### config.mk
export PLATFORM = sky130hd
export DESIGN_NAME = microrocDaqTop
export DESIGN_NICKNAME = d
export VERILOG_FILES = /design/src/hw/microrocPkg.sv /design/src/hw/daqIfs.sv /design/src/hw/microrocDaqTop.sv /design/src/hw/trigCounter.sv /design/src/hw/scLoader.sv /design/src/hw/sweepFsm.sv /design/src/hw/cmdDecoder.sv
export SDC_FILE = /design/constraint.sdc
export NUM_CORES = 1
export LEC_CHECK = 0
export BUFFER_PORTS_ARGS = -buffer_cell sky130_fd_sc_hd__buf_2
export CORE_MARGIN = 1
export CORE_UTILIZATION = 53
export DETAILED_ROUTE_END_ITERATION = 10
export GPL_ROUTABILITY_DRIVEN = 0
export PLACE_DENSITY_LB_ADDON = 0.1
export SKIP_LAST_GASP = 1
export SYNTH_ARGS = -nofsm -noshare
export SYNTH_HDL_FRONTEND = slang
export SYNTH_HIERARCHICAL = 1
export SYNTH_SLANG_ARGS = --single-unit
### constraint.sdc
create_clock -name Clk -period 7 [get_ports Clk]
set_input_delay 0.7 -clock Clk [delete_from_list [all_inputs] [get_ports Clk]]
set_output_delay 0.7 -clock Clk [all_outputs]
set_load 0.03 [all_outputs]
### src/hw/microrocPkg.sv
`default_nettype none

package microrocPkg;

    ////////////////////////////////////////////////
    // Widths with a meaning of their own
    ////////////////////////////////////////////////
    typedef logic [15:0] ctrlWord_t;   // USB control word or data word
    typedef logic [3:0]  opcode_t;     // Upper nibble of a control word
    typedef logic [9:0]  dacCode_t;    // 10-bit threshold DAC
    typedef logic [7:0]  header_t;     // ASIC header
    typedef logic [15:0] countVal_t;   // Saturating trigger count
    typedef logic [11:0] windowLen_t;  // Count window in Clk cycles
    typedef logic [1:0]  dacSel_t;     // 3 behaves as DAC2

    // Slow-control frame, header then DAC0..DAC2 from the MSB down
    localparam int SC_FRAME_BITS = 38;
    typedef logic [SC_FRAME_BITS-1:0] scFrame_t;

    ////////////////////////////////////////////////
    // Command opcodes
    ////////////////////////////////////////////////
    localparam opcode_t OP_HEADER    = 4'd1;
    localparam opcode_t OP_DAC0      = 4'd2;
    localparam opcode_t OP_DAC1      = 4'd3;
    localparam opcode_t OP_DAC2      = 4'd4;
    localparam opcode_t OP_START_DAC = 4'd5;
    localparam opcode_t OP_END_DAC   = 4'd6;
    localparam opcode_t OP_WINDOW    = 4'd7;
    localparam opcode_t OP_LOAD      = 4'd8;  // Manual slow-control load
    localparam opcode_t OP_SWEEP     = 4'd9;  // Threshold sweep, arg[1:0] picks the DAC

    // Sweep controller states
    typedef enum logic [2:0] {
        IDLE,
        LOAD,
        WAIT_LOAD,
        COUNT,
        EMIT_CODE,
        EMIT_COUNT
    } sweepState_t;

endpackage

`default_nettype wire
### src/hw/daqIfs.sv
`timescale 1ns/10ps
`default_nettype none

// Frame handoff from the sweep FSM to the slow-control serializer
interface scLoadIf import microrocPkg::*; ();
    scFrame_t frame;     // Held stable until loadDone
    logic     loadReq;   // One-cycle request, only while busy is low
    logic     busy;
    logic     loadDone;  // One-cycle strobe at the end of the shift

    modport master (
        output frame, loadReq,
        input  busy, loadDone
    );

    modport slave (
        input  frame, loadReq,
        output busy, loadDone
    );
endinterface

// Count window request and result
interface trigCountIf import microrocPkg::*; ();
    logic       start;      // Opens a window, clears the count
    windowLen_t windowLen;
    logic       done;       // Window closed
    countVal_t  count;      // Valid with done

    modport master (
        output start, windowLen,
        input  done, count
    );

    modport slave (
        input  start, windowLen,
        output done, count
    );
endinterface

`default_nettype wire

### src/hw/microrocDaqTop.sv
`timescale 1ns/10ps
`default_nettype none

module microrocDaqTop import microrocPkg::*; #(
    parameter int SYNC_STAGES = 2  // Trigger synchronizer depth, 2 or more
) (
    input  logic      Clk,
    input  logic      rst,
    input  ctrlWord_t cmdWord,
    input  logic      cmdValid,
    input  logic      outTrig0b,
    output logic      srRstb,
    output logic      srCk,
    output logic      srIn,
    output ctrlWord_t dataWord,
    output logic      dataValid,
    output logic      sweepBusy
);

    header_t    header;
    dacCode_t   dac0;
    dacCode_t   dac1;
    dacCode_t   dac2;
    dacCode_t   startDac;
    dacCode_t   endDac;
    windowLen_t windowLen;
    dacSel_t    dacSel;
    logic       loadStrobe;
    logic       sweepStart;

    scLoadIf    scBus ();
    trigCountIf tcBus ();

    //////////////////////////////////////////////////
    // USB command side
    //////////////////////////////////////////////////
    cmdDecoder cmdDec (
        .Clk        (Clk),
        .rst        (rst),
        .cmdWord    (cmdWord),
        .cmdValid   (cmdValid),
        .header     (header),
        .dac0       (dac0),
        .dac1       (dac1),
        .dac2       (dac2),
        .startDac   (startDac),
        .endDac     (endDac),
        .windowLen  (windowLen),
        .dacSel     (dacSel),
        .loadStrobe (loadStrobe),
        .sweepStart (sweepStart)
    );

    sweepFsm sweepCtrl (
        .Clk        (Clk),
        .rst        (rst),
        .header     (header),
        .dac0       (dac0),
        .dac1       (dac1),
        .dac2       (dac2),
        .startDac   (startDac),
        .endDac     (endDac),
        .windowLen  (windowLen),
        .dacSel     (dacSel),
        .loadStrobe (loadStrobe),
        .sweepStart (sweepStart),
        .sc         (scBus.master),
        .tc         (tcBus.master),
        .dataWord   (dataWord),
        .dataValid  (dataValid),
        .sweepBusy  (sweepBusy)
    );

    //////////////////////////////////////////////////
    // ASIC pin side
    //////////////////////////////////////////////////
    scLoader scLoad (
        .Clk    (Clk),
        .rst    (rst),
        .sc     (scBus.slave),
        .srRstb (srRstb),   // SR_RSTB
        .srCk   (srCk),     // SR_CK
        .srIn   (srIn)      // SR_IN
    );

    trigCounter #(
        .SYNC_STAGES (SYNC_STAGES)
    ) trigCnt (
        .Clk       (Clk),
        .rst       (rst),
        .outTrig0b (outTrig0b),  // OUT_TRIG0B
        .tc        (tcBus.slave)
    );

endmodule

`default_nettype wire

### src/hw/trigCounter.sv
`timescale 1ns/10ps
`default_nettype none

module trigCounter import microrocPkg::*; #(
    parameter int SYNC_STAGES = 2
) (
    input  logic      Clk,
    input  logic      rst,
    input  logic      outTrig0b,  // Asynchronous, active low
    trigCountIf.slave tc
);

    logic [SYNC_STAGES:0] trigSync;  // Top bit is the previous synced sample
    logic                 trigFall;
    logic                 active;    // Window open
    windowLen_t           timer;
    countVal_t            count;

    assign trigFall = trigSync[SYNC_STAGES] & ~trigSync[SYNC_STAGES-1];

    assign tc.done  = active && timer == '0;  // windowLen+1 cycles after start
    assign tc.count = count;

    // Idle-high trigger synchronizer
    always_ff @(posedge Clk) begin
        if (rst)
            trigSync <= '1;
        else
            trigSync <= {trigSync[SYNC_STAGES-1:0], outTrig0b};
    end

    always_ff @(posedge Clk) begin
        if (rst) begin
            active <= 1'b0;
            timer  <= '0;
            count  <= '0;
        end else if (tc.start) begin
            active <= 1'b1;
            timer  <= tc.windowLen;
            count  <= '0;
        end else if (active) begin
            if (timer == '0)
                active <= 1'b0;
            else
                timer <= timer - 1'b1;
            if (trigFall && count != '1)
                count <= count + 1'b1;  // Saturates at full scale
        end
    end

endmodule

`default_nettype wire

### src/hw/scLoader.sv
`timescale 1ns/10ps
`default_nettype none

module scLoader import microrocPkg::*; (
    input  logic   Clk,
    input  logic   rst,
    scLoadIf.slave sc,
    output logic   srRstb,
    output logic   srCk,
    output logic   srIn
);

    localparam logic [5:0] LAST_BIT = 6'(SC_FRAME_BITS - 1);

    scFrame_t   shiftReg;  // MSB goes out first
    logic       busy;
    logic       rstPhase;  // SR_RSTB held low
    logic       phase;     // 0 setup with SR_CK low, 1 SR_CK high
    logic [5:0] bitCnt;
    logic       loadDone;
    logic       takeBit;   // Next MSB moves onto SR_IN

    assign takeBit = busy && phase && (rstPhase || bitCnt != LAST_BIT);

    assign sc.busy     = busy;
    assign sc.loadDone = loadDone;

    always_ff @(posedge Clk) begin
        if (rst) begin
            busy     <= 1'b0;
            rstPhase <= 1'b0;
            phase    <= 1'b0;
            bitCnt   <= '0;
            loadDone <= 1'b0;
            srRstb   <= 1'b1;
            srCk     <= 1'b0;
            srIn     <= 1'b0;
        end else begin
            loadDone <= 1'b0;
            if (!busy) begin
                if (sc.loadReq) begin
                    busy     <= 1'b1;
                    rstPhase <= 1'b1;
                    phase    <= 1'b0;
                    srRstb   <= 1'b0;  // Two cycles of register reset
                end
            end else if (rstPhase) begin
                phase <= ~phase;
                if (phase) begin
                    rstPhase <= 1'b0;
                    srRstb   <= 1'b1;
                    bitCnt   <= '0;
                end
            end else if (!phase) begin
                srCk  <= 1'b1;         // ASIC samples on this rise
                phase <= 1'b1;
            end else begin
                srCk  <= 1'b0;
                phase <= 1'b0;
                if (bitCnt == LAST_BIT) begin
                    busy     <= 1'b0;
                    loadDone <= 1'b1;  // 79 cycles after loadReq
                end else begin
                    bitCnt <= bitCnt + 1'b1;
                end
            end
            if (takeBit)
                srIn <= shiftReg[SC_FRAME_BITS-1];
        end
    end

    always_ff @(posedge Clk) begin
        if (!busy && sc.loadReq)
            shiftReg <= sc.frame;
        else if (takeBit)
            shiftReg <= shiftReg << 1;
    end

endmodule

`default_nettype wire

### src/hw/sweepFsm.sv
`timescale 1ns/10ps
`default_nettype none

module sweepFsm import microrocPkg::*; (
    input  logic       Clk,
    input  logic       rst,
    input  header_t    header,
    input  dacCode_t   dac0,
    input  dacCode_t   dac1,
    input  dacCode_t   dac2,
    input  dacCode_t   startDac,
    input  dacCode_t   endDac,
    input  windowLen_t windowLen,
    input  dacSel_t    dacSel,
    input  logic       loadStrobe,
    input  logic       sweepStart,
    scLoadIf.master    sc,
    trigCountIf.master tc,
    output ctrlWord_t  dataWord,
    output logic       dataValid,
    output logic       sweepBusy
);

    sweepState_t state;
    dacCode_t    curCode;   // Code of the current step
    dacCode_t    endCode;   // Latched at sweep start
    dacSel_t     selDac;
    countVal_t   countReg;  // Held for the second data word
    scFrame_t    frameReg;

    // Frame from the live registers with the selected DAC replaced while sweeping
    function automatic scFrame_t buildFrame(input logic sweeping);
        dacCode_t d0;
        dacCode_t d1;
        dacCode_t d2;
        d0 = dac0;
        d1 = dac1;
        d2 = dac2;
        if (sweeping) begin
            case (selDac)
                2'd0:    d0 = curCode;
                2'd1:    d1 = curCode;
                default: d2 = curCode;  // 3 falls onto DAC2
            endcase
        end
        return {header, d0, d1, d2};
    endfunction

    assign sc.frame     = frameReg;
    assign tc.windowLen = windowLen;

    //////////////////////////////////////////////////
    // Load, count, emit loop
    //////////////////////////////////////////////////
    always_ff @(posedge Clk) begin
        if (rst) begin
            state      <= IDLE;
            sweepBusy  <= 1'b0;
            sc.loadReq <= 1'b0;
            tc.start   <= 1'b0;
            dataValid  <= 1'b0;
        end else begin
            sc.loadReq <= 1'b0;
            tc.start   <= 1'b0;
            dataValid  <= 1'b0;
            case (state)
                IDLE: begin
                    if (loadStrobe) begin
                        state <= LOAD;            // Manual load leaves sweepBusy low
                    end else if (sweepStart && startDac <= endDac) begin
                        sweepBusy <= 1'b1;
                        state     <= LOAD;
                    end                           // Reversed range dropped
                end
                LOAD: if (!sc.busy) begin
                    sc.loadReq <= 1'b1;           // Only to an idle serializer
                    state      <= WAIT_LOAD;
                end
                WAIT_LOAD: if (sc.loadDone) begin
                    if (sweepBusy) begin
                        tc.start <= 1'b1;
                        state    <= COUNT;
                    end else begin
                        state <= IDLE;
                    end
                end
                COUNT: if (tc.done) begin
                    dataWord  <= ctrlWord_t'(curCode);  // Zero-extended code word
                    dataValid <= 1'b1;
                    state     <= EMIT_CODE;
                end
                EMIT_CODE: begin
                    dataWord  <= countReg;
                    dataValid <= 1'b1;
                    state     <= EMIT_COUNT;
                end
                EMIT_COUNT: begin
                    if (curCode == endCode) begin
                        sweepBusy <= 1'b0;        // Last step done
                        state     <= IDLE;
                    end else begin
                        state <= LOAD;
                    end
                end
                default: state <= IDLE;
            endcase
        end
    end

    // Step data and the frame handed to the serializer
    always_ff @(posedge Clk) begin
        if (state == IDLE && sweepStart) begin
            curCode <= startDac;
            endCode <= endDac;
            selDac  <= dacSel;
        end
        if (state == LOAD)
            frameReg <= buildFrame(sweepBusy);    // Stable until loadDone
        if (state == COUNT && tc.done)
            countReg <= tc.count;
        if (state == EMIT_COUNT && curCode != endCode)
            curCode <= curCode + 1'b1;
    end

endmodule

`default_nettype wire

### src/hw/cmdDecoder.sv
`timescale 1ns/10ps
`default_nettype none

module cmdDecoder import microrocPkg::*; (
    input  logic       Clk,
    input  logic       rst,
    input  ctrlWord_t  cmdWord,
    input  logic       cmdValid,
    output header_t    header,
    output dacCode_t   dac0,
    output dacCode_t   dac1,
    output dacCode_t   dac2,
    output dacCode_t   startDac,
    output dacCode_t   endDac,
    output windowLen_t windowLen,
    output dacSel_t    dacSel,
    output logic       loadStrobe,
    output logic       sweepStart
);

    opcode_t     opcode;
    logic [11:0] arg;   // Lower 12 bits, truncated per target

    assign opcode = cmdWord[15:12];
    assign arg    = cmdWord[11:0];

    always_ff @(posedge Clk) begin
        if (rst) begin
            header     <= '0;
            dac0       <= '0;
            dac1       <= '0;
            dac2       <= '0;
            startDac   <= '0;
            endDac     <= '0;
            windowLen  <= '0;
            dacSel     <= '0;
            loadStrobe <= 1'b0;
            sweepStart <= 1'b0;
        end else begin
            loadStrobe <= 1'b0;  // Strobes last one cycle
            sweepStart <= 1'b0;
            if (cmdValid) begin
                case (opcode)
                    OP_HEADER:    header    <= header_t'(arg);
                    OP_DAC0:      dac0      <= dacCode_t'(arg);
                    OP_DAC1:      dac1      <= dacCode_t'(arg);
                    OP_DAC2:      dac2      <= dacCode_t'(arg);
                    OP_START_DAC: startDac  <= dacCode_t'(arg);
                    OP_END_DAC:   endDac    <= dacCode_t'(arg);
                    OP_WINDOW:    windowLen <= arg;
                    OP_LOAD:      loadStrobe <= 1'b1;
                    OP_SWEEP: begin
                        dacSel     <= arg[1:0];  // Ready in the same cycle as the strobe
                        sweepStart <= 1'b1;
                    end
                    default: ;  // Unknown opcode dropped
                endcase
            end
        end
    end

endmodule

`default_nettype wire

==> After elaboration in Yosys (flattened, before gate mapping) <==
Cells that the tools add are included.
{ "classes": {"order_cmp": 1, "n_reduce_logical": 42, "n_eq_ne": 31, "mux": 56, "n_addsub": 4, "n_bitwise": 10} }
{ "ops": {"columns": ["cell", "count"], "rows": [
  ["$mux 10", 8],
  ["$mux 38", 2],
  ["$mux 12", 3],
  ["$pmux 16 s2", 1],
  ["$mux 1", 28],
  ["$mux 6", 4],
  ["$reduce_and 2->1", 11],
  ["$pmux 3 s6", 1],
  ["$add 16x1->16 const B", 1],
  ["$eq 4x3->1 const B", 4],
  ["$mux 16", 1],
  ["$ne 16x16->1 const B", 1],
  ["$mux 3", 5],
  ["$logic_not 12->1", 1],
  ["$reduce_bool 2->1", 6],
  ["$sub 12x1->12 const B", 1],
  ["$add 10x1->10 const B", 1],
  ["$eq 10x10->1", 1],
  ["$le 10x10->1", 1],
  ["$ne 10x10->1", 1],
  ["$ne 2x1->1 const B", 5],
  ["$ne 2x2->1 const B", 5],
  ["$logic_and 1x1->1", 9],
  ["$not 1->1", 9],
  ["other kinds (23)", 34]
]} }
{ "totals": {"out_inout_bits": 21, "regBits": 256, "elab_cells": 178, "inputBits": 20} }

==> Depth between registers and ports, before layout <==
Gate-level depths: netlist (run 1).
{ "depth": {"depth_word": 5, "mapped_depth": 11, "ltp_nobuf": 10} }

==> Cells and area by module <==
The synthesis (run 1) kept the hierarchy.
{ "by_module_without_submodules": {"columns": ["mod", "seq_area_each_um2", "area_per_inst_um2", "cells_each", "instances"], "rows": [
  ["sweepFsm", 2902.8, 4479.3, 290, 1],
  ["cmdDecoder", 1481.4, 2981.6, 266, 1],
  ["scLoader", 1401.3, 2262.2, 162, 1],
  ["trigCounter", 640.6, 1704.1, 201, 1]
]} }

==> Least setup slack after synthesis (run 1) <==
Ideal clock, no wire load.
{ "synth_path": {"kind": "reg2reg", "startpoint": "register sweepCtrl.state[0]", "endpoint": "register sweepCtrl.state[1]", "required_time_ps": 6922, "path_slack_ps": 2812, "t_arrival_ps": 4110, "path_buffers": 1, "stages_incl_launch_ff": 5, "synth_period_minus_slack_ps": 4188, "cell_sequence": "dfxtp_1 > clkbuf_1 > nor3b_1 > o21ai_0 > a21oi_1"} }
{ "synth_between": {"elab_chain_len": 3} }
{ "synth_rtl": {"columns": ["item", "line_no", "text"], "rows": [
  ["from (decl)", "sweepFsm.sv:24", "sweepState_t state;"],
  ["from (signal assigned)", "sweepFsm.sv:57", "state <= IDLE;"],
  ["from (signal assigned)", "sweepFsm.sv:69", "state <= LOAD;"],
  ["from (signal assigned)", "sweepFsm.sv:72", "state <= LOAD;"],
  ["$eq 3x1->1, or another cell as far along", "sweepFsm.sv:66", "case (state)"],
  ["$ne 2x2->1 (no line), or another cell as far along", null, null],
  ["$reduce_and 4->1 (no line)", null, null]
]} }
Several ways; a longest one is shown, not always the timed one.
A chain may end at the register's enable or synchronous reset.

==> Final worst setup path (run 1) <==
{ "layout_path": {"startpoint": "register trigCnt.timer[0]", "endpoint": "register sweepCtrl.dataWord[0], enable pin"} }
{ "layout_between": {"elab_chain_len": 4} }
{ "layout_rtl": {"columns": ["item", "line_no", "text"], "rows": [
  ["from (decl)", "trigCounter.sv:16", "windowLen_t timer;"],
  ["from (signal assigned)", "trigCounter.sv:39", "timer <= tc.windowLen;"],
  ["from (signal assigned)", "trigCounter.sv:45", "timer <= timer - 1'b1;"],
  ["$logic_not 12->1", "trigCounter.sv:21", "assign tc.done = active && timer == '0;"],
  ["$logic_and 1x1->1", "trigCounter.sv:21", null],
  ["via tcBus.done", "daqIfs.sv:26", "logic done;"],
  ["$ne 2x1->1 (no line)", null, null],
  ["$reduce_and 3->1 (no line)", null, null],
  ["to (signal assigned)", "sweepFsm.sv:88", "dataWord <= ctrlWord_t'(curCode);"],
  ["to (signal assigned)", "sweepFsm.sv:93", "dataWord <= countReg;"],
  ["to (decl)", "sweepFsm.sv:19", "output ctrlWord_t dataWord,"]
]} }
The timed path passes the listed nets, and every way through them passes these cells.

==> results of run 1 <==
## path summary, 6_finish.rpt
| check | startpoint | endpoint | depth (start not counted) |
|---|---|---|---|
| setup / recovery | trigCnt/timer[0] | sweepCtrl/dataWord[0] | 8 |
| hold / removal | outTrig0b | trigCnt/trigSync[0] | 2 |
| setup reg to reg | trigCnt/timer[0] | sweepCtrl/dataWord[0] | 8 |
| hold reg to reg | trigCnt/trigSync[0] | trigCnt/trigSync[1] | 1 |
## layout make-up
type                            count  area, sq um
Clock inverter                      9         75.1
Multi-Input combinational cell    570         4520
Fill cell                        1730         8490
Clock buffer                       43          881
Tap cell                          275          344
Inverter                           28          105
Sequential cell                   256         6430
Timing Repair Buffer               46          245
## cell usage after synthesis (6+ instances only)
cell      number
nor4_1        10
nor2b_1        8
clkbuf_1      25
nand3_1       16
nand2b_1      91
and2_1         9
mux2_4         8
inv_1         28
mux2_2        76
nand4_1       12
mux2i_1       76
nor2_1        34
o21ai_0        7
a21oi_1       20
buf_2          9
xor2_1        13
nand3b_1       6
or2_2          6
buf_4         17
a211oi_1       8
dfxtp_1      126
or4_1         10
or3_1          7
buf_6          7
o211ai_1       6
o31ai_1       12
xnor2_1        6
a31oi_1        7
a311oi_1       7
ha_1          16
edfxtp_1     130
nand2_1       28
## logic make-up after synthesis
kind of cell               share of synthesized area [%]
AOI/OAI and AO/OA                                   5.44
and+or+nand+nor                                     15.3
muxes                                               15.4
adders and majority gates                           1.75
DFF                                                 56.2
buffers and inverters                               4.38
xor gates and xnor gates                            1.46
## sequential cells by signal (all words and copies together), names as in the netlist, 2 cells and up
signal / count
trigCnt/tc.count: 16
cmdDec/windowLen: 12
cmdDec/header: 8
cmdDec/dac2: 10
trigCnt/trigSync: 3
trigCnt/timer: 12
sweepCtrl/countReg: 16
cmdDec/endDac: 10
cmdDec/dac0: 10
sweepCtrl/endCode: 10
sweepCtrl/sc.frame: 38
cmdDec/startDac: 10
cmdDec/dacSel: 2
sweepCtrl/curCode: 10
scLoad/bitCnt: 6
sweepCtrl/selDac: 2
scLoad/shiftReg: 38
cmdDec/dac1: 10
sweepCtrl/state: 3
sweepCtrl/dataWord: 16
## where the power goes
part / internal (mW) / switching (mW)
registers: 1.69 / 0.0481
clock network: 0.902 / 0.579
logic: 0.102 / 0.150
total: 2.69 / 0.776
## metal layers
metal | vias up | part of all wire [%]
met2 | 133 | 48
met5 | - | 0
li1 | 3352 | -
met3 | 39 | 3.5
met1 | 3456 | 47
met4 | 0 | 2.2
## metrics by stage
step                utilization, %  hold slack [ps]
floorplan                        -              389
global placement              55.2              401
detailed placement            55.2              406
CTS                           59.7              337
global route                  59.7              348
finish                        59.7              353
==> results_dict.tcl, run 1 <==
set metrics [dict create \
    crit_required_ps 7140 \
    synth_edf_count 130 \
    hold_viol_final 0 \
    drc_errors 0 \
    synthesis.nets 955 \
    fp.coreArea_sq_um 21100 \
    gr-usage-met2_pct 37.3 \
    final_cell_mix "130 x edfxtp_1, 126 x dfxtp_1, 90 x nand2b_1" \
    worst_slack_ps 3080 \
    cts.sinks 256 \
    cts_tree "built" \
    busiest_layer "met2" \
    final_common_cell "edfxtp_1" \
    skew_ps 10.6 \
    numPortBuffers 40 \
    drt-total-wl_mm 24.1 \
    p_total_mw 3.47 \
    cts_made_buffers 28 \
    yosysWarnings 6 \
    initial_utilization_pct 54.2 \
    grt_pass1_wl_mm 38.3 \
    areaGrowthSynthToFinish_pct 10.2 \
    grt_pass1_vias 6955 \
    power.leakage_nw 4.81 \
    layout-drive-gt1-share_pct 21.7 \
    status "finished clean" \
    met3_usage_pct 2.97 \
    grtUsageTotal_pct 22.3 \
    relSlewSlack_pct 16.6 \
    async_flop_share_pct 0 \
    num_antenna_cells 0 \
    finalSetupTns_ps 0 \
    drt-wirelength-per-cell_um 19.6 \
    syn_area_per_cell_sq_um 12.4 \
    synth.yosys.seq_area_share_pct 56.2 \
    setup_viol 0 \
    layout.cells.non_filler 1227 \
    final_area_sq_um 12600 \
    grt_max_degree 76 \
    place_inst 1174 \
    drt_iter0_drc 407 \
    start_kind "flop" \
    ctsResizeCount 0 \
    maxCapViolations 0 \
    crit_family "simple AND/OR/NAND/NOR gates" \
    synth_area_sq_um 11400 \
    worstHoldPathType "in -> reg" \
    die_area_sq_um 22200 \
    crit_fanout 17 \
    viasPerCell 5.69 \
    path_class "reg -> reg" \
    vias 6980 \
    slew_viol_final 0 \
    yosysTopAreaCell "edfxtp_1" \
    fp-row-count 53 \
    dieHeight_um 149 \
    synthDistinctLibCells 75 \
    end_kind "flop" \
    crit_chain "inv_1 > ha_1 > nor3b_1 > nand3_1 > nor2_1 > and3_1 > nor2_1 > nor2_1" \
    max_clock_freq_mhz 255 \
    crit_path_max_incr_delay_ps 970 \
    ant_nets 0 \
    tightest_slew_ps 1250 \
    yosysTopAreaCellShare_pct 34.2 \
    nets 966 \
    cts_setup_buffers 0 \
    ctsHtreeMaxLevel 1 \
    io_pins 41 \
    clk_latency_ps 530 \
    synthFlopType "edfxtp_1" \
    postSynthCellCount 919 \
    dp_hpwl_mm 15.8 \
    overflow 0 \
    antenna_found_initial 0 \
    power.density_nw_per_um2 276 \
    clk_pin_slew_worst_paths_ps 60 \
    rsz0062_at_grt "no" \
    placed_area_sq_um 11600 \
    peakVddDrop_uv 152 \
    reg2reg_slack_ps 3080 \
    critPathSlowestCell "nor2_1" \
    place_ws_ps 3070 \
    period_share_pct 56.0 \
    cts_root_buf "clkbuf_16" \
    fin_crit_ps 3920 \
    crit_top_cell "nor2_1" \
    crit_arrival_ps 4060 \
    die_x_um 149 \
    ys_seq_elements 256 \
    timing.critical_path.buf_inv 1 \
    synth.area.top_cells "edfxtp_1 34%, dfxtp_1 22%, mux2_2 7.5%, mux2i_1 6.7%, nand2b_1 5.0%" \
    cts_buffer_depth 3 \
    postCtsHoldBufs 0 \
    grtUsageMet1_pct 30.6 \
    dr.pass1.iters 5 \
]
Note: power is estimated with default switching activity, not from simulation.
==> inputs of run 2 (changes only) <==
Clock period 7 ns to 3.5 ns, I/O delays scaled along.
==> results_dict.tcl, run 2 (synthesis gave the netlist of run 1 again) <==
set metrics [dict create \
    status "finished clean" \
    slew_viol_final 0 \
    fin_crit_ps 2930 \
    nets 969 \
    io_pins 41 \
    finalSetupTns_ps 0 \
    fp.coreArea_sq_um 21100 \
    grt_pass1_vias 6915 \
    worstHoldPathType "in -> reg" \
    tightest_slew_ps 1010 \
    end_kind "flop" \
    num_antenna_cells 0 \
    crit_fanout 17 \
    p_total_mw 6.77 \
    setup_viol 0 \
    overflow 0 \
    clk_latency_ps 520 \
    numPortBuffers 40 \
    drc_errors 0 \
    period_share_pct 83.6 \
    fp-row-count 53 \
    crit_required_ps 3710 \
    start_kind "flop" \
    dp_hpwl_mm 15.9 \
    antenna_found_initial 0 \
    hold_viol_final 0 \
    cts_made_buffers 27 \
    hold_ws_ps 40.4 \
    cts_tree "built" \
    place_ws_ps 597 \
    die_x_um 149 \
    drt-total-wl_mm 23.8 \
    rsz0062_at_grt "no" \
    cts_setup_buffers 0 \
    cts.sinks 256 \
    grt_pass1_wl_mm 38.0 \
    die_area_sq_um 22200 \
    postCtsHoldBufs 0 \
    grt_max_degree 78 \
    maxCapViolations 0 \
    path_class "reg -> reg" \
    max_clock_freq_mhz 342 \
    skew_ps 11.7 \
    relSlewSlack_pct 32.6 \
    power.leakage_nw 4.80 \
    crit_arrival_ps 3140 \
    ctsHtreeMaxLevel 1 \
    vias 6925 \
    post-route-util_pct 59.5 \
    initial_utilization_pct 54.2 \
    worst_slack_ps 573 \
    layout-drive-gt1-share_pct 21.9 \
    power.density_nw_per_um2 539 \
    peakVddDrop_uv 354 \
    ant_nets 0 \
    dieHeight_um 149 \
    ctsResizeCount 0 \
    dr.pass1.iters 5 \
    final_common_cell "edfxtp_1" \
    cts_root_buf "clkbuf_16" \
    fillers 1673 \
    viasPerCell 5.64 \
    grtUsageTotal_pct 22.2 \
    cts_buffer_depth 3 \
    drt-wirelength-per-cell_um 19.4 \
    areaGrowthSynthToFinish_pct 9.89 \
    final_cell_mix "130 x edfxtp_1, 126 x dfxtp_1, 90 x nand2b_1" \
    clk_pin_slew_worst_paths_ps 60 \
    drt_iter0_drc 339 \
]
## run 2: through the flow
stage / area (sq um) / cells
after detailed placement: 11700 / 1179
after global routing: 12600 / 1228
final: 12600 / 1228
after floorplan: 11400 / 919
after CTS: 12600 / 1228
after global placement: 11700 / 1179
## run 2: power by group
group | internal [mW] | total [mW] | switching, mW
Clock | 1.64 | 2.79 | 1.14
Sequential | 3.38 | 3.48 | 0.0995
Combinational | 0.208 | 0.505 | 0.297
## run 2: routing by layer
metal | vias up | global-route usage (%) | wire length, um
li1 | 3367 | - | -
met1 | 3399 | 30.5 | 11000
met2 | 123 | 37.1 | 11500
met3 | 36 | 2.94 | 854
met4 | 0 | 5.66 | 478
met5 | - | 0 | 0
## run 2: final timing paths
| path | start | endpoint | slack [ps] | depth (start not counted) |
|---|---|---|---|---|
| worst max-delay path | trigCnt/timer[0] | sweepCtrl/dataWord[0] | 570 | 10 |
| worst min-delay path | outTrig0b | trigCnt/trigSync[0] | 40 | 2 |
| worst max register to register | trigCnt/timer[0] | sweepCtrl/dataWord[0] | 570 | 10 |
| worst min register to register | cmdDec/header[0] | sweepCtrl/sc.frame[30] | 430 | 0 |
## run 2: worst max-delay path: stages (launching register included)
cell and delay (ps):
dfxtp_1 330, inv_1 90, ha_1 150, nor3b_1 310, nand3_1 410, nor2_1 420, and3_1 220, buf_4 230
nor2_1 100, nor2_1 90, buf_4 250
## run 2: area by class of cell
cell class,count,area [sq um],area share (%)
Sequential cell,256,6430,51.2
Multi-Input combinational cell,570,4520,36.0
Clock buffer,36,782,6.23
Tap cell,275,344,2.74
Timing Repair Buffer,50,278,2.21
Inverter,28,105,0.837
Clock inverter,13,101,0.807
==> inputs of run 3 (changes only) <==
Settings changed: ABC_AREA set to 1.
Clock period 3.5 ns to 2.5 ns, I/O delays scaled along.
==> results_dict.tcl, run 3 <==
set metrics [dict create \
    wl_met3_um 870 \
    skew_ps 13.1 \
    final_common_cell "nand2_1" \
    tightest_slew_ps 631 \
    fp.coreArea_sq_um 21100 \
    crit_arrival_ps 2260 \
    layout-drive-gt1-share_pct 10.6 \
    wl_met1_mm 11.6 \
    viasPerCell 5.01 \
    synth.area.top_cells "edfxtp_1 34%, dfxtp_1 22%, nand2_1 15%, nor2_1 7.4%, inv_1 3.6%" \
    areaGrowthSynthToFinish_pct 11.6 \
    power.leakage_nw 5.27 \
    setup_viol 0 \
    postCtsHoldBufs 1 \
    ant_nets 0 \
    ys_top_cells_by_count "469 x nand2_1, 227 x nor2_1, 130 x edfxtp_1" \
    crit_family "simple AND/OR/NAND/NOR gates" \
    synthDistinctLibCells 41 \
    postSynthCellCount 1377 \
    grtUsageTotal_pct 22.6 \
    drc_errors 0 \
    hold_viol_final 0 \
    dieHeight_um 149 \
    fp-row-count 53 \
    crit_required_ps 2720 \
    synth_area_sq_um 11500 \
    routed.top_layer "met4" \
    clk_latency_ps 540 \
    synth_edf_count 130 \
    async_flop_share_pct 0 \
    cts.sinks 256 \
    period_share_pct 81.5 \
    ctsResizeCount 0 \
    yosysTopAreaCellShare_pct 34.0 \
    drt-total-wl_mm 24.1 \
    crit_fanout 16 \
    path_class "reg -> reg" \
    drt_iter0_drc 481 \
    cts_setup_buffers 0 \
    synth_most_common_cell "nand2_1" \
    grt_pass1_wl_mm 39.7 \
    final_cell_mix "469 x nand2_1, 227 x nor2_1, 130 x edfxtp_1" \
    antenna_found_initial 0 \
    crit_path_max_incr_delay_ps 380 \
    peakVddDrop_uv 599 \
    grt_max_degree 46 \
    cts_tree "built" \
    synthesis.nets 1413 \
    critPathSlowestCell "nor4_1" \
    vias 8539 \
    die_x_um 149 \
    ctsHtreeMaxLevel 1 \
    end_kind "flop" \
    overflow 0 \
    finalSetupTns_ps 0 \
    nets 1445 \
    num_antenna_cells 0 \
    ys_seq_elements 256 \
    fillers 1915 \
    rsz0062_at_grt "no" \
    initial_utilization_pct 54.4 \
    synthFlopType "edfxtp_1" \
    synth.yosys.seq_area_share_pct 56.0 \
    dp_hpwl_mm 16.4 \
    power.density_nw_per_um2 779 \
    dr.pass1.iters 5 \
    status "finished clean" \
    p_total_mw 9.97 \
    timing.critical_path.buf_inv 2 \
    max_clock_freq_mhz 491 \
    crit_chain "nor2_2 > nand2_1 > nor4_1 > inv_1 > nor4_4 > o21a_1 > buf_4" \
    syn_area_per_cell_sq_um 8.33 \
    met2_length_mm 11.2 \
    grt_pass1_vias 7870 \
    clk_pin_slew_worst_paths_ps 60 \
    maxCapViolations 0 \
    start_kind "flop" \
    relSlewSlack_pct 57.9 \
    yosysWarnings 6 \
    drt-wirelength-per-cell_um 14.1 \
    slew_viol_final 0 \
    cts_made_buffers 27 \
    cts_root_buf "clkbuf_16" \
    worstHoldPathType "in -> reg" \
    cts_buffer_depth 3 \
    numPortBuffers 40 \
    fin_crit_ps 2040 \
    die_area_sq_um 22200 \
    yosysTopAreaCell "edfxtp_1" \
    io_pins 41 \
]
==> run 3: cells by family (layout without fill, tap and decap cells) <==
kind of cell,Yosys count,after routing,synth area share [%]
buffers and inverters,177,230,6.93
DFF,256,256,56.0
adders and majority gates,16,16,1.75
and+or+nand+nor,797,797,28.2
xor gates and xnor gates,19,19,1.45
muxes,1,1,0.0873
AOI/OAI and AO/OA,111,111,5.54
==> run 3: through the flow <==
| step | utilization, % | instance area (sq um) | worst slack [ps] | hold slack, ps | instances |
|---|---|---|---|---|---|
| 4_1_cts | 60.7 | 12800 | 485 | 1.45 | 1705 |
| 6_report | 60.7 | 12800 | 462 | 18.7 | 1705 |
| 3_5_place_dp | 56.2 | 11900 | 499 | 397 | 1654 |
| 3_3_place_gp | 56.2 | 11900 | 502 | 394 | 1654 |
| 2_1_floorplan | - | 11500 | 37.4 | 312 | 1377 |
| 5_1_grt | 60.7 | 12800 | 342 | 34.6 | 1705 |
==> run 3: report_power, final <==
group	internal [mW]	switching, mW	leakage, nW	total [mW]
clock	2.47	1.65	0.458	4.13
combinational	0.263	0.669	2.62	0.931
sequential	4.80	0.113	2.19	4.91
==> run 3: path summary, 6_finish.rpt <==
path | depth (start not counted) | slack (ps) | endpoint | start
max | 7 | 460 | sweepCtrl/dataWord[1] | trigCnt/timer[8]
min | 5 | 20 | cmdDec/windowLen[10] | cmdWord[10]
max reg2reg | 7 | 460 | sweepCtrl/dataWord[1] | trigCnt/timer[8]
min reg2reg | 1 | 410 | trigCnt/trigSync[1] | trigCnt/trigSync[0]
==> run 3: layout make-up <==
class / count / area [sq um] / share of cell area [%]
clock buffer: 32 / 714 / 5.58
clock inverter: 18 / 215 / 1.68
inverter: 120 / 450 / 3.52
multi-input combinational: 944 / 4270 / 33.4
sequential: 256 / 6430 / 50.2
tap: 275 / 344 / 2.69
timing repair buffer: 60 / 378 / 2.95
==> run 3: per-layer routing <==
| metal | vias to the layer above | GRT usage [%] |
|---|---|---|
| met5 | - | 0 |
| met4 | 0 | 5.82 |
| met3 | 35 | 3.03 |
| met2 | 143 | 37.3 |
| met1 | 3924 | 31.2 |
| li1 | 4437 | - |
==> run 3: worst min-delay path: cells and delay by family <==
family	cells	cell delay, ps
simple gates	3	160
buf+inv	2	100
